`src/verilog/raster_geom_pkg.sv`:
```
package raster_geom_pkg;

	typedef logic [31:0] word_t;

	// Whole pixels, signed
	typedef logic signed [15:0] coord_t;

	// Packed with y on top so a vertex reads as {y, x} in a stream word
	typedef struct packed {
		coord_t y;
		coord_t x;
	} vertex_t;

	typedef struct packed {
		vertex_t a;
		vertex_t b;
		vertex_t c;
	} tri_vtx_t;

	// Origin is tile aligned, spans count tiles minus one
	typedef struct packed {
		coord_t      min_x;
		coord_t      min_y;
		logic [15:0] span_x;
		logic [15:0] span_y;
	} bbox_t;

	typedef logic signed [31:0] edge_val_t;

	typedef struct packed {
		edge_val_t step_x;
		edge_val_t step_y;
		edge_val_t origin;
	} edge_t;

	typedef edge_t [2:0] edge_set_t;

	typedef logic [1:0] edge_idx_t;

	localparam edge_idx_t EDGE_AB = 2'd0;
	localparam edge_idx_t EDGE_BC = 2'd1;
	localparam edge_idx_t EDGE_CA = 2'd2;

endpackage

```
`src/verilog/raster_tile_pkg.sv`:
```
package raster_tile_pkg;

	localparam int TILE_BITS_DEFAULT = 2;

	// Bit row * side + column, small tiles leave the upper bits clear
	typedef logic [15:0] tile_mask_t;

	typedef enum logic [1:0] {
		COV_ID,
		COV_POS,
		COV_MASK
	} cov_kind_t;

	function automatic int tile_side(int bits);
		return 1 << bits;
	endfunction

	function automatic logic [31:0] pos_word(logic [15:0] x, logic [15:0] y);
		return {y, x};
	endfunction

	function automatic logic [31:0] mask_word(tile_mask_t mask);
		return {16'd0, mask};
	endfunction

endpackage

```
`src/verilog/raster_ifs.sv`:
```


interface edge_setup_if;

	import raster_geom_pkg::*;

	logic      valid;
	logic      ready;
	word_t     id;
	bbox_t     bbox;
	edge_set_t edges;

	modport src (output valid, id, bbox, edges, input ready);
	modport dst (input valid, id, bbox, edges, output ready);

endinterface

interface tile_if;

	import raster_geom_pkg::*;

	logic      valid;
	logic      ready;
	word_t     id;
	vertex_t   pos;
	// Edge values at the tile origin, per-pixel steps alongside
	edge_set_t corner;
	// Edges that hold for the whole tile and need no per-pixel test
	logic [2:0] steps;

	modport src (output valid, id, pos, corner, steps, input ready);
	modport dst (input valid, id, pos, corner, steps, output ready);

endinterface

```
`src/verilog/raster_coarse.sv`:
```
module raster_coarse #(
	parameter int TILE_BITS = raster_tile_pkg::TILE_BITS_DEFAULT
) (
	input  logic      clk,
	input  logic      rst_n,
	edge_setup_if.dst edges,
	tile_if.src       tiles
);

	import raster_geom_pkg::*;
	import raster_tile_pkg::*;

	localparam int SIDE = tile_side(TILE_BITS);

	typedef enum logic [1:0] {
		C_IDLE,
		C_TEST,
		C_OUT
	} state_t;

	state_t state;
	edge_idx_t idx;
	logic ok, ok_all, ok_now, full_now, last_x, last_tile, advance;
	logic [2:0] full;
	logic [15:0] tx, ty, span_x, span_y;
	coord_t min_x;
	edge_set_t cur;
	edge_val_t row_val [3];
	edge_val_t sx, sy, ex, ey, hi, lo;

	assign edges.ready = state == C_IDLE;
	assign tiles.valid = state == C_OUT;
	assign tiles.corner = cur;
	assign tiles.steps = full;

	// Corner offsets of the edge under test, largest and smallest value
	assign sx = cur[idx].step_x;
	assign sy = cur[idx].step_y;
	assign ex = sx * edge_val_t'(SIDE - 1);
	assign ey = sy * edge_val_t'(SIDE - 1);
	assign hi = cur[idx].origin + (sx > 0 ? ex : edge_val_t'(0)) + (sy > 0 ? ey : edge_val_t'(0));
	assign lo = cur[idx].origin + (sx < 0 ? ex : edge_val_t'(0)) + (sy < 0 ? ey : edge_val_t'(0));
	assign ok_now = ~hi[31];
	assign full_now = ~lo[31];
	assign ok_all = (ok | (idx == EDGE_AB)) & ok_now;

	assign last_x = tx == span_x;
	assign last_tile = last_x & (ty == span_y);
	assign advance = (state == C_OUT && tiles.ready)
		|| (state == C_TEST && idx == EDGE_CA && !ok_all);

	always_ff @(posedge clk or negedge rst_n) begin
		if (!rst_n) begin
			state <= C_IDLE;
			idx <= EDGE_AB;
		end else begin
			unique case (state)
				C_IDLE:
					if (edges.valid) begin
						state <= C_TEST;
						idx <= EDGE_AB;
					end
				C_TEST:
					if (idx != EDGE_CA)
						idx <= idx + 2'd1;
					else if (ok_all)
						state <= C_OUT;
				default: ;
			endcase
			if (advance) begin
				state <= last_tile ? C_IDLE : C_TEST;
				idx <= EDGE_AB;
			end
		end
	end

	always_ff @(posedge clk) begin
		if (edges.valid && edges.ready) begin
			tiles.id <= edges.id;
			tiles.pos <= '{y: edges.bbox.min_y, x: edges.bbox.min_x};
			min_x <= edges.bbox.min_x;
			span_x <= edges.bbox.span_x;
			span_y <= edges.bbox.span_y;
			tx <= 16'd0;
			ty <= 16'd0;
			cur <= edges.edges;
			for (int e = 0; e < 3; e++)
				row_val[e] <= edges.edges[e].origin;
		end

		if (state == C_TEST) begin
			ok <= ok_all;
			full[idx] <= full_now;
		end

		if (advance) begin
			if (last_x) begin
				tx <= 16'd0;
				ty <= ty + 16'd1;
				tiles.pos.x <= min_x;
				tiles.pos.y <= tiles.pos.y + coord_t'(SIDE);
				for (int e = 0; e < 3; e++) begin
					row_val[e] <= row_val[e] + cur[e].step_y * edge_val_t'(SIDE);
					cur[e].origin <= row_val[e] + cur[e].step_y * edge_val_t'(SIDE);
				end
			end else begin
				tx <= tx + 16'd1;
				tiles.pos.x <= tiles.pos.x + coord_t'(SIDE);
				for (int e = 0; e < 3; e++)
					cur[e].origin <= cur[e].origin + cur[e].step_x * edge_val_t'(SIDE);
			end
		end
	end

endmodule

```
`src/flat_wrapper.sv`:
```
// flat-port wrapper written by rule: the top's interface ports become plain ports
module raster_coarse_flat import raster_geom_pkg::*; import raster_tile_pkg::*;
#(
	parameter int TILE_BITS = raster_tile_pkg::TILE_BITS_DEFAULT
)
  (clk, rst_n, edges_valid, edges_id, edges_bbox, edges_edges, edges_ready, tiles_valid, tiles_id, tiles_pos, tiles_corner, tiles_steps, tiles_ready);
  edge_setup_if edges_i ();
  tile_if tiles_i ();
  input  logic clk;
  input  logic rst_n;
  input wire logic [$bits(edges_i.valid)-1:0] edges_valid;
  input wire logic [$bits(edges_i.id)-1:0] edges_id;
  input wire logic [$bits(edges_i.bbox)-1:0] edges_bbox;
  input wire logic [$bits(edges_i.edges)-1:0] edges_edges;
  output wire logic [$bits(edges_i.ready)-1:0] edges_ready;
  output wire logic [$bits(tiles_i.valid)-1:0] tiles_valid;
  output wire logic [$bits(tiles_i.id)-1:0] tiles_id;
  output wire logic [$bits(tiles_i.pos)-1:0] tiles_pos;
  output wire logic [$bits(tiles_i.corner)-1:0] tiles_corner;
  output wire logic [$bits(tiles_i.steps)-1:0] tiles_steps;
  input wire logic [$bits(tiles_i.ready)-1:0] tiles_ready;
  assign edges_i.valid = edges_valid;
  assign edges_i.id = edges_id;
  assign edges_i.bbox = edges_bbox;
  assign edges_i.edges = edges_edges;
  assign edges_ready = edges_i.ready;
  assign tiles_valid = tiles_i.valid;
  assign tiles_id = tiles_i.id;
  assign tiles_pos = tiles_i.pos;
  assign tiles_corner = tiles_i.corner;
  assign tiles_steps = tiles_i.steps;
  assign tiles_i.ready = tiles_ready;
  raster_coarse #(.TILE_BITS(TILE_BITS)) u_core (.clk(clk), .rst_n(rst_n), .edges(edges_i), .tiles(tiles_i));
endmodule
```
`config.mk`:
```
export PLATFORM = sky130hd
export DESIGN_NAME = raster_coarse_flat
export DESIGN_NICKNAME = d
export VERILOG_FILES = /design/src/verilog/raster_geom_pkg.sv /design/src/verilog/raster_tile_pkg.sv /design/src/verilog/raster_ifs.sv /design/src/verilog/raster_coarse.sv /design/src/flat_wrapper.sv
export SDC_FILE = /design/constraint.sdc
export NUM_CORES = 2
export LEC_CHECK = 0
export ABC_CLOCK_PERIOD_IN_PS = 12730
export BUFFER_PORTS_ARGS = -buffer_cell sky130_fd_sc_hd__clkbuf_2
export CORE_MARGIN = 1.5
export CORE_UTILIZATION = 45
export CTS_BUF_LIST = sky130_fd_sc_hd__clkbuf_8
export DETAILED_ROUTE_END_ITERATION = 7
export GPL_ROUTABILITY_DRIVEN = 0
export PLACE_DENSITY_LB_ADDON = 0.1
export SYNTH_ARGS = -nofsm -noshare
export SYNTH_HDL_FRONTEND = slang
export SYNTH_SLANG_ARGS = --single-unit
```
`constraint.sdc`:
```
create_clock -name clk -period 12.73 [get_ports clk]
set_clock_uncertainty 0.1 [all_clocks]
set_input_delay 0.6365 -clock clk [delete_from_list [all_inputs] [get_ports clk]]
set_output_delay 0.6365 -clock clk [all_outputs]
set_load 0.005 [all_outputs]
```
; ---- Yosys cells after proc, flatten, opt, wreduce, memory -nomap -nowiden
; Memory sizes are Yosys's and may differ from the RTL's.
; Index checks and enable logic that the tools add are counted.
[classes]
reduce_logical = 13
order_cmp = 6
addsub = 15
n_mul = 2
shifts = 0
n_div = 0
mux = 44
eq_ne = 10
n_bitwise = 8
[op_table]
columns = op, count
row1 = 32-bit two-way mux, 15
row2 = 32-bit adder, 10
row3 = 224-bit two-way mux, 1
row4 = 96-bit binary-select mux with 2-bit select, 1
row5 = 16-bit two-way mux, 8
row6 = 96-bit two-way mux, 1
row7 = 32-bit by 1-bit greater-than comparator with 1-bit output (second input constant), 2
row8 = 32-bit by 1-bit < comparator with 1-bit output (second input constant), 2
row9 = 32-bit by 3-bit multiplier with 32-bit output (second input constant), 2
row10 = 16-bit by 1-bit adder with 16-bit output (second input constant), 2
row11 = 16-bit by 4-bit adder with 16-bit output (second input constant), 2
row12 = 16-bit equality test, 2
row13 = 2-bit two-way mux, 7
row14 = 2-bit one-hot mux with 2 select lines, 2
row15 = 1-bit two-way mux, 7
row16 = 3-bit by 2-bit != test with 1-bit output (second input constant), 2
row17 = 1-bit logical AND, 5
row18 = 2-bit equality test (second input constant), 2
row19 = 2-bit logical NOT, 2
row20 = 1-bit bitwise OR, 4
row21 = 4-bit AND reduction, 1
row22 = 3-bit bitwise mux, 1
row23 = 2-bit by 3-bit < comparator with 1-bit output (second input constant), 1
row24 = 3-bit by 1-bit != test with 1-bit output (second input constant), 1
row25 = 13 further kinds, 15
[totals]
n_memories = 1
mem_bits_ro = 0
regBits = 440
latch_bits = 0
input_bits = 388
ramBits = 96
wordCells = 120
[memory_table]
columns = name, depth, width, read_ports, rd_ports_with_merged_regs, write_ports, line_no
row1 = u_core.row_val, 3, 32, 3, 0, 3, raster_coarse.sv:28  ; edge_val_t row_val [3];

; ---- Longest topological paths before layout
[depth]
ltp_word = 14
ltp_mapped = 37
ltp_nobuf = 33

; ---- Least setup slack after synthesis
; No wires, ideal clock.
[synth_timing]
path_type = register to register
from = reg u_core.idx[1]
to = reg u_core.cur, in the netlist u_core.tiles.corner[100] (enable)
setup_ps = 1078
setup_slack_ps = 2594
path_buffers = 4
synth_period_minus_slack_ps = 10136
required_ps = 11552
t_arrival_ps = 8958
stages_incl_launch_ff = 35
cell_sequence = dfrtp_1 -> buf_2 -> buf_1 -> clkbuf_1 -> mux2i_1 -> o21a_1 -> inv_1 -> ha_1 -> ha_1 -> fa_1 -> a21o_1 -> a21oi_1 -> o21bai_1 -> a31oi_1 -> o211ai_1 -> a21oi_1 -> o21bai_1 -> a21o_1 -> a21oi_1 -> xnor2_1 -> nand2_1 -> fa_1 -> inv_1 -> ha_1 -> a21oi_1 -> o21ai_0 -> a221oi_1 -> nand3_1 -> a41oi_1 -> xor2_1 -> nand3_1 -> a211o_1 -> nand3_1 -> buf_2 -> nand2_1
[synth_between]
elab_chain_cells = 12
elab_cells_between_ends = 20
classes_between = add/sub (2) / mul (2) / order compare (2) / eq/ne (1) / mux (4) / bitwise (3) / reduce/logical (6)
[synth_lines]
columns = element, line_no
row1 = "start, declared", raster_coarse.sv:22  ; edge_idx_t idx;
row2 = "start signal, assigned", raster_coarse.sv:65  ; idx <= idx + 2'd1;
row3 = 96-bit binary-select mux with 2-bit select, "raster_coarse.sv:37, raster_coarse.sv:38, raster_coarse.sv:41"
row4 = 96-bit two-way mux (implied by the code), raster_coarse.sv:41  ; assign hi = cur[idx].origin + (sx > 0 ? ex : edge_val_t'(0)) + (sy > 0 ? ey : edge_val_t'(0));
row5 = 32-bit by 3-bit multiplier with 32-bit output / 32-bit by 1-bit greater-than comparator with 1-bit output (equally long branches), "raster_coarse.sv:39, raster_coarse.sv:41"
row6 = 32-bit two-way mux, raster_coarse.sv:41
row7 = 32-bit adder (2 in series), raster_coarse.sv:41
row8 = 1-bit NOT, raster_coarse.sv:43  ; assign ok_now = ~hi[31];
row9 = 1-bit bitwise AND, raster_coarse.sv:45  ; assign ok_all = (ok | (idx == EDGE_AB)) & ok_now;
row10 = 1-bit logical NOT, raster_coarse.sv:50  ; || (state == C_TEST && idx == EDGE_CA && !ok_all);
row11 = 1-bit logical AND *, raster_coarse.sv:50
row12 = 1-bit logical OR *, raster_coarse.sv:50
row13 = 2-bit nonzero test (no source line) *, --
row14 = "end signal, assigned", raster_coarse.sv:86  ; cur <= edges.edges;
row15 = "end, declared", raster_coarse.sv:27  ; edge_set_t cur;
; Every way passes the cells marked *; elsewhere a longest branch is shown, timed or not. The select of a mux whose other input is x is not followed.
; A chain may end at the register's enable or synchronous reset.

==> metrics <==
Port Buffer Count roughly 740; CP max-delay cell dfrtp_4; pwr dens 324 nW/um^2; grt total ovfl 0; Yosys top cell area share 38.8%; Total Power 15.8 mW; Die Ht around 300 um; initial DRC count ~2700; Gate Count Post-Synth 3839; Ports roughly 750; setup bufs post-CTS 0; clk buf depth 3; worst slack, placed 2.89 ns; run status finished, final reports clean; GR Util met1 between 40 and 50%; Slew headroom roughly 28%; Worst setup SP type flip-flop; ANT nets after route 0; share of cells above drive strength 1 just over 20%; fin crit period about 10 ns; CP max stage delay roughly 0.85 ns; # setup viols final 0; Critical Path AT 10.26 ns; die area about 88000 sq um; Top cell by count, worst path buf_4; final hold slack 0.0636 ns; Critical Path RT 13.01 ns; vias in the first global route 33860; htree depth 3; Final Cycle Share approximately 80%; yosys warns 0; Critical Path Sink u_core.row_val[0][39]$_DFFE_PP_; number of max-slew violations in the final report 0; Initial Utilization between 40% and 50%; Most used DFF post-synth edfxtp_1; core area around 85000 sq um; number of synthesized register bits ~540; initial antenna violation count 19; LEAKAGE 21.8 nW; Hold Vio Cnt, Final 0; Post-synth EDFFs roughly 500; nets around 5700; die width 297 um; library cells used by synthesis just under 90; peak supply drop 0.211 mV; Final WS setup roughly 2.7 ns; crit path from u_core.idx[1]$_DFFE_PN0P_; Worst R2R Setup Slack around 2.7 ns; first-pass GRT wire length 209000 um; hold_buf cts roughly 290; Worst R2R End u_core.row_val[0][39]$_DFFE_PP_; # rows approximately 110; Area contributors post-synth edfxtp_1 39%, ha_1 13%, a21oi_1 4.1%, mux2i_1 3.8%, xnor2_1 3.8%; final WL approximately 140000 um; worst flop-to-flop path startpoint u_core.idx[1]$_DFFE_PN0P_; unrepaired setup endpoints after global routing false; max_cap viols 0; total CTS buffers 95; largest net degree at the start of global routing 186; clock root cell clkbuf_8; CP max FO 39; Setup crit end kind flip-flop; most frequent cell after synthesis edfxtp_1; Setup CP Type reg2reg; commonest cells in the synthesized netlist 502 x edfxtp_1, 391 x ha_1, 357 x nand2_1; syn_area_per_cell between 10 and 15 sq um; Yosys top cell by area edfxtp_1; Fillers 7593; synthesized area approximately 39000 sq um; DRC viols 0; met3 usage 8.15%; GRT Util Overall about a third; Worst Max-Slew Pin Slew between 1 and 1.5 ns; HPWL Detailed between 100000 and 150000 um; CTS clock-pin slew for the worst setup and hold paths about 0.060 ns; synthesis-to-finish area growth 25.2%; detail-routed via count per cell ~5.6; CTS tree built; Max Fclk between 0.1 and 0.15 GHz; FF-to-FF path depth 33; ys async rst share less than 1%; wire per inst roughly 23 um; met2 usage 51.9%; sequential area share after synthesis around two fifths; # resized after CTS 0; clk sinks 536; first drt pass iteration count 6; via count about 34000; TNS Setup 0 ns; grt peak-use layer met2; Skew-Pair Late Insertion Delay ~0.77 ns; hold wc startpoint edges_bbox[47]; worst min path class in2reg; post-synthesis net count 4686
logic make-up (layout without fill, tap and decap cells):
family          Yosys count  count (layout)  share of synthesized area (%)
flops                   536             536                           40.6
simple gates           1030            1030                           12.3
mux                     228             228                           6.13
xor+xnor                265             265                           5.97
fa+ha+maj               459             459                           16.1
buf+inv                 380            1505                           3.76
other cells               0               9                              0
compound gates          941             941                           15.2
worst max-delay path: cells and delay by family, from the launching register on:
kind            cells  cell delay [ns]
xor+xnor            2             0.48
simple gates        7             1.13
fa+ha+maj           4             1.46
flops               1             0.85
mux                 1             0.29
compound gates     13             2.45
buf+inv             6             2.68
through the flow:
stage	cell area [sq um]	std cells	utilization (%)
detailed placement	43900	5641	51.4
floorplan	38900	3839	-
global route	48600	6115	56.9
global placement	43900	5641	51.4
CTS	48600	6108	56.9
finish	48600	6117	56.9
final cells by class:
cell class / instances / area (sq um) / area share, %
well taps: 1144 / 1430 / 2.94
clock inverters: 80 / 512 / 1.05
flip-flops and latches: 536 / 15800 / 32.4
inverters: 265 / 1000 / 2.07
repair buffers: 1061 / 6860 / 14.1
clock buffers: 99 / 1360 / 2.80
multi-input cells: 2923 / 21700 / 44.5
diodes: 9 / 22.5 / 0.0463
report_power, final:
group	total (mW)	internal (mW)	switching (mW)	leakage (nW)
Clock	1.63	0.833	0.798	1.06
Sequential	3.25	2.67	0.583	4.95
Combinational	10.9	4.30	6.59	15.8
flip-flops by register name (all words and copies together), names as in the netlist:
register	count
u_core.tiles.pos	32
u_core.idx	2
u_core.tiles.steps	3
u_core.tx	16
u_core.ok	1
u_core.row_val	96
u_core.span_y	16
u_core.tiles.corner	288
u_core.min_x	16
u_core.span_x	16
u_core.tiles.id	32
u_core.state	2
u_core.ty	16
layout by cell type (no fill, tap or decap), types with 68 or more instances in the layout:
cell,n
a21oi_1,317
a21o_1,111
xnor2_1,167
nand2_1,356
mux2i_1,149
inv_1,292
clkbuf_8,99
fa_1,68
mux2_2,75
xor2_1,98
edfxtp_1,502
dlygate4sd3_1,288
nor2_1,292
o21ai_0,211
clkbuf_2,744
ha_1,391
routing by layer:
| layer | vias to the layer above | wire [um] | share of wire [%] |
|---|---|---|---|
| li1 | 16112 | - | - |
| met2 | 1369 | 66800 | 47 |
| met3 | 253 | 12900 | 9.0 |
| met5 | - | 149 | 0.10 |
| met4 | 22 | 5270 | 3.7 |
| met1 | 16466 | 58000 | 41 |
worst min-delay path by stage:
stage / end / slack, ns / cells past startpoint
after floorplan: u_core.idx[0]$_DFFE_PN0P_ / 0.24 / 0
after global placement: u_core.ty[15]$_DFF_P_ / 0.37 / 1
after detailed placement: u_core.ty[15]$_DFF_P_ / 0.38 / 1
after CTS: u_core.row_val[0][15]$_DFFE_PP_ / 0.0007 / 3
after global routing: u_core.tiles.pos[31]$_DFF_P_ / 0.03 / 3
final: u_core.tiles.pos[31]$_DFF_P_ / 0.06 / 3
No activity file was read; power rests on OpenSTA's default activity.
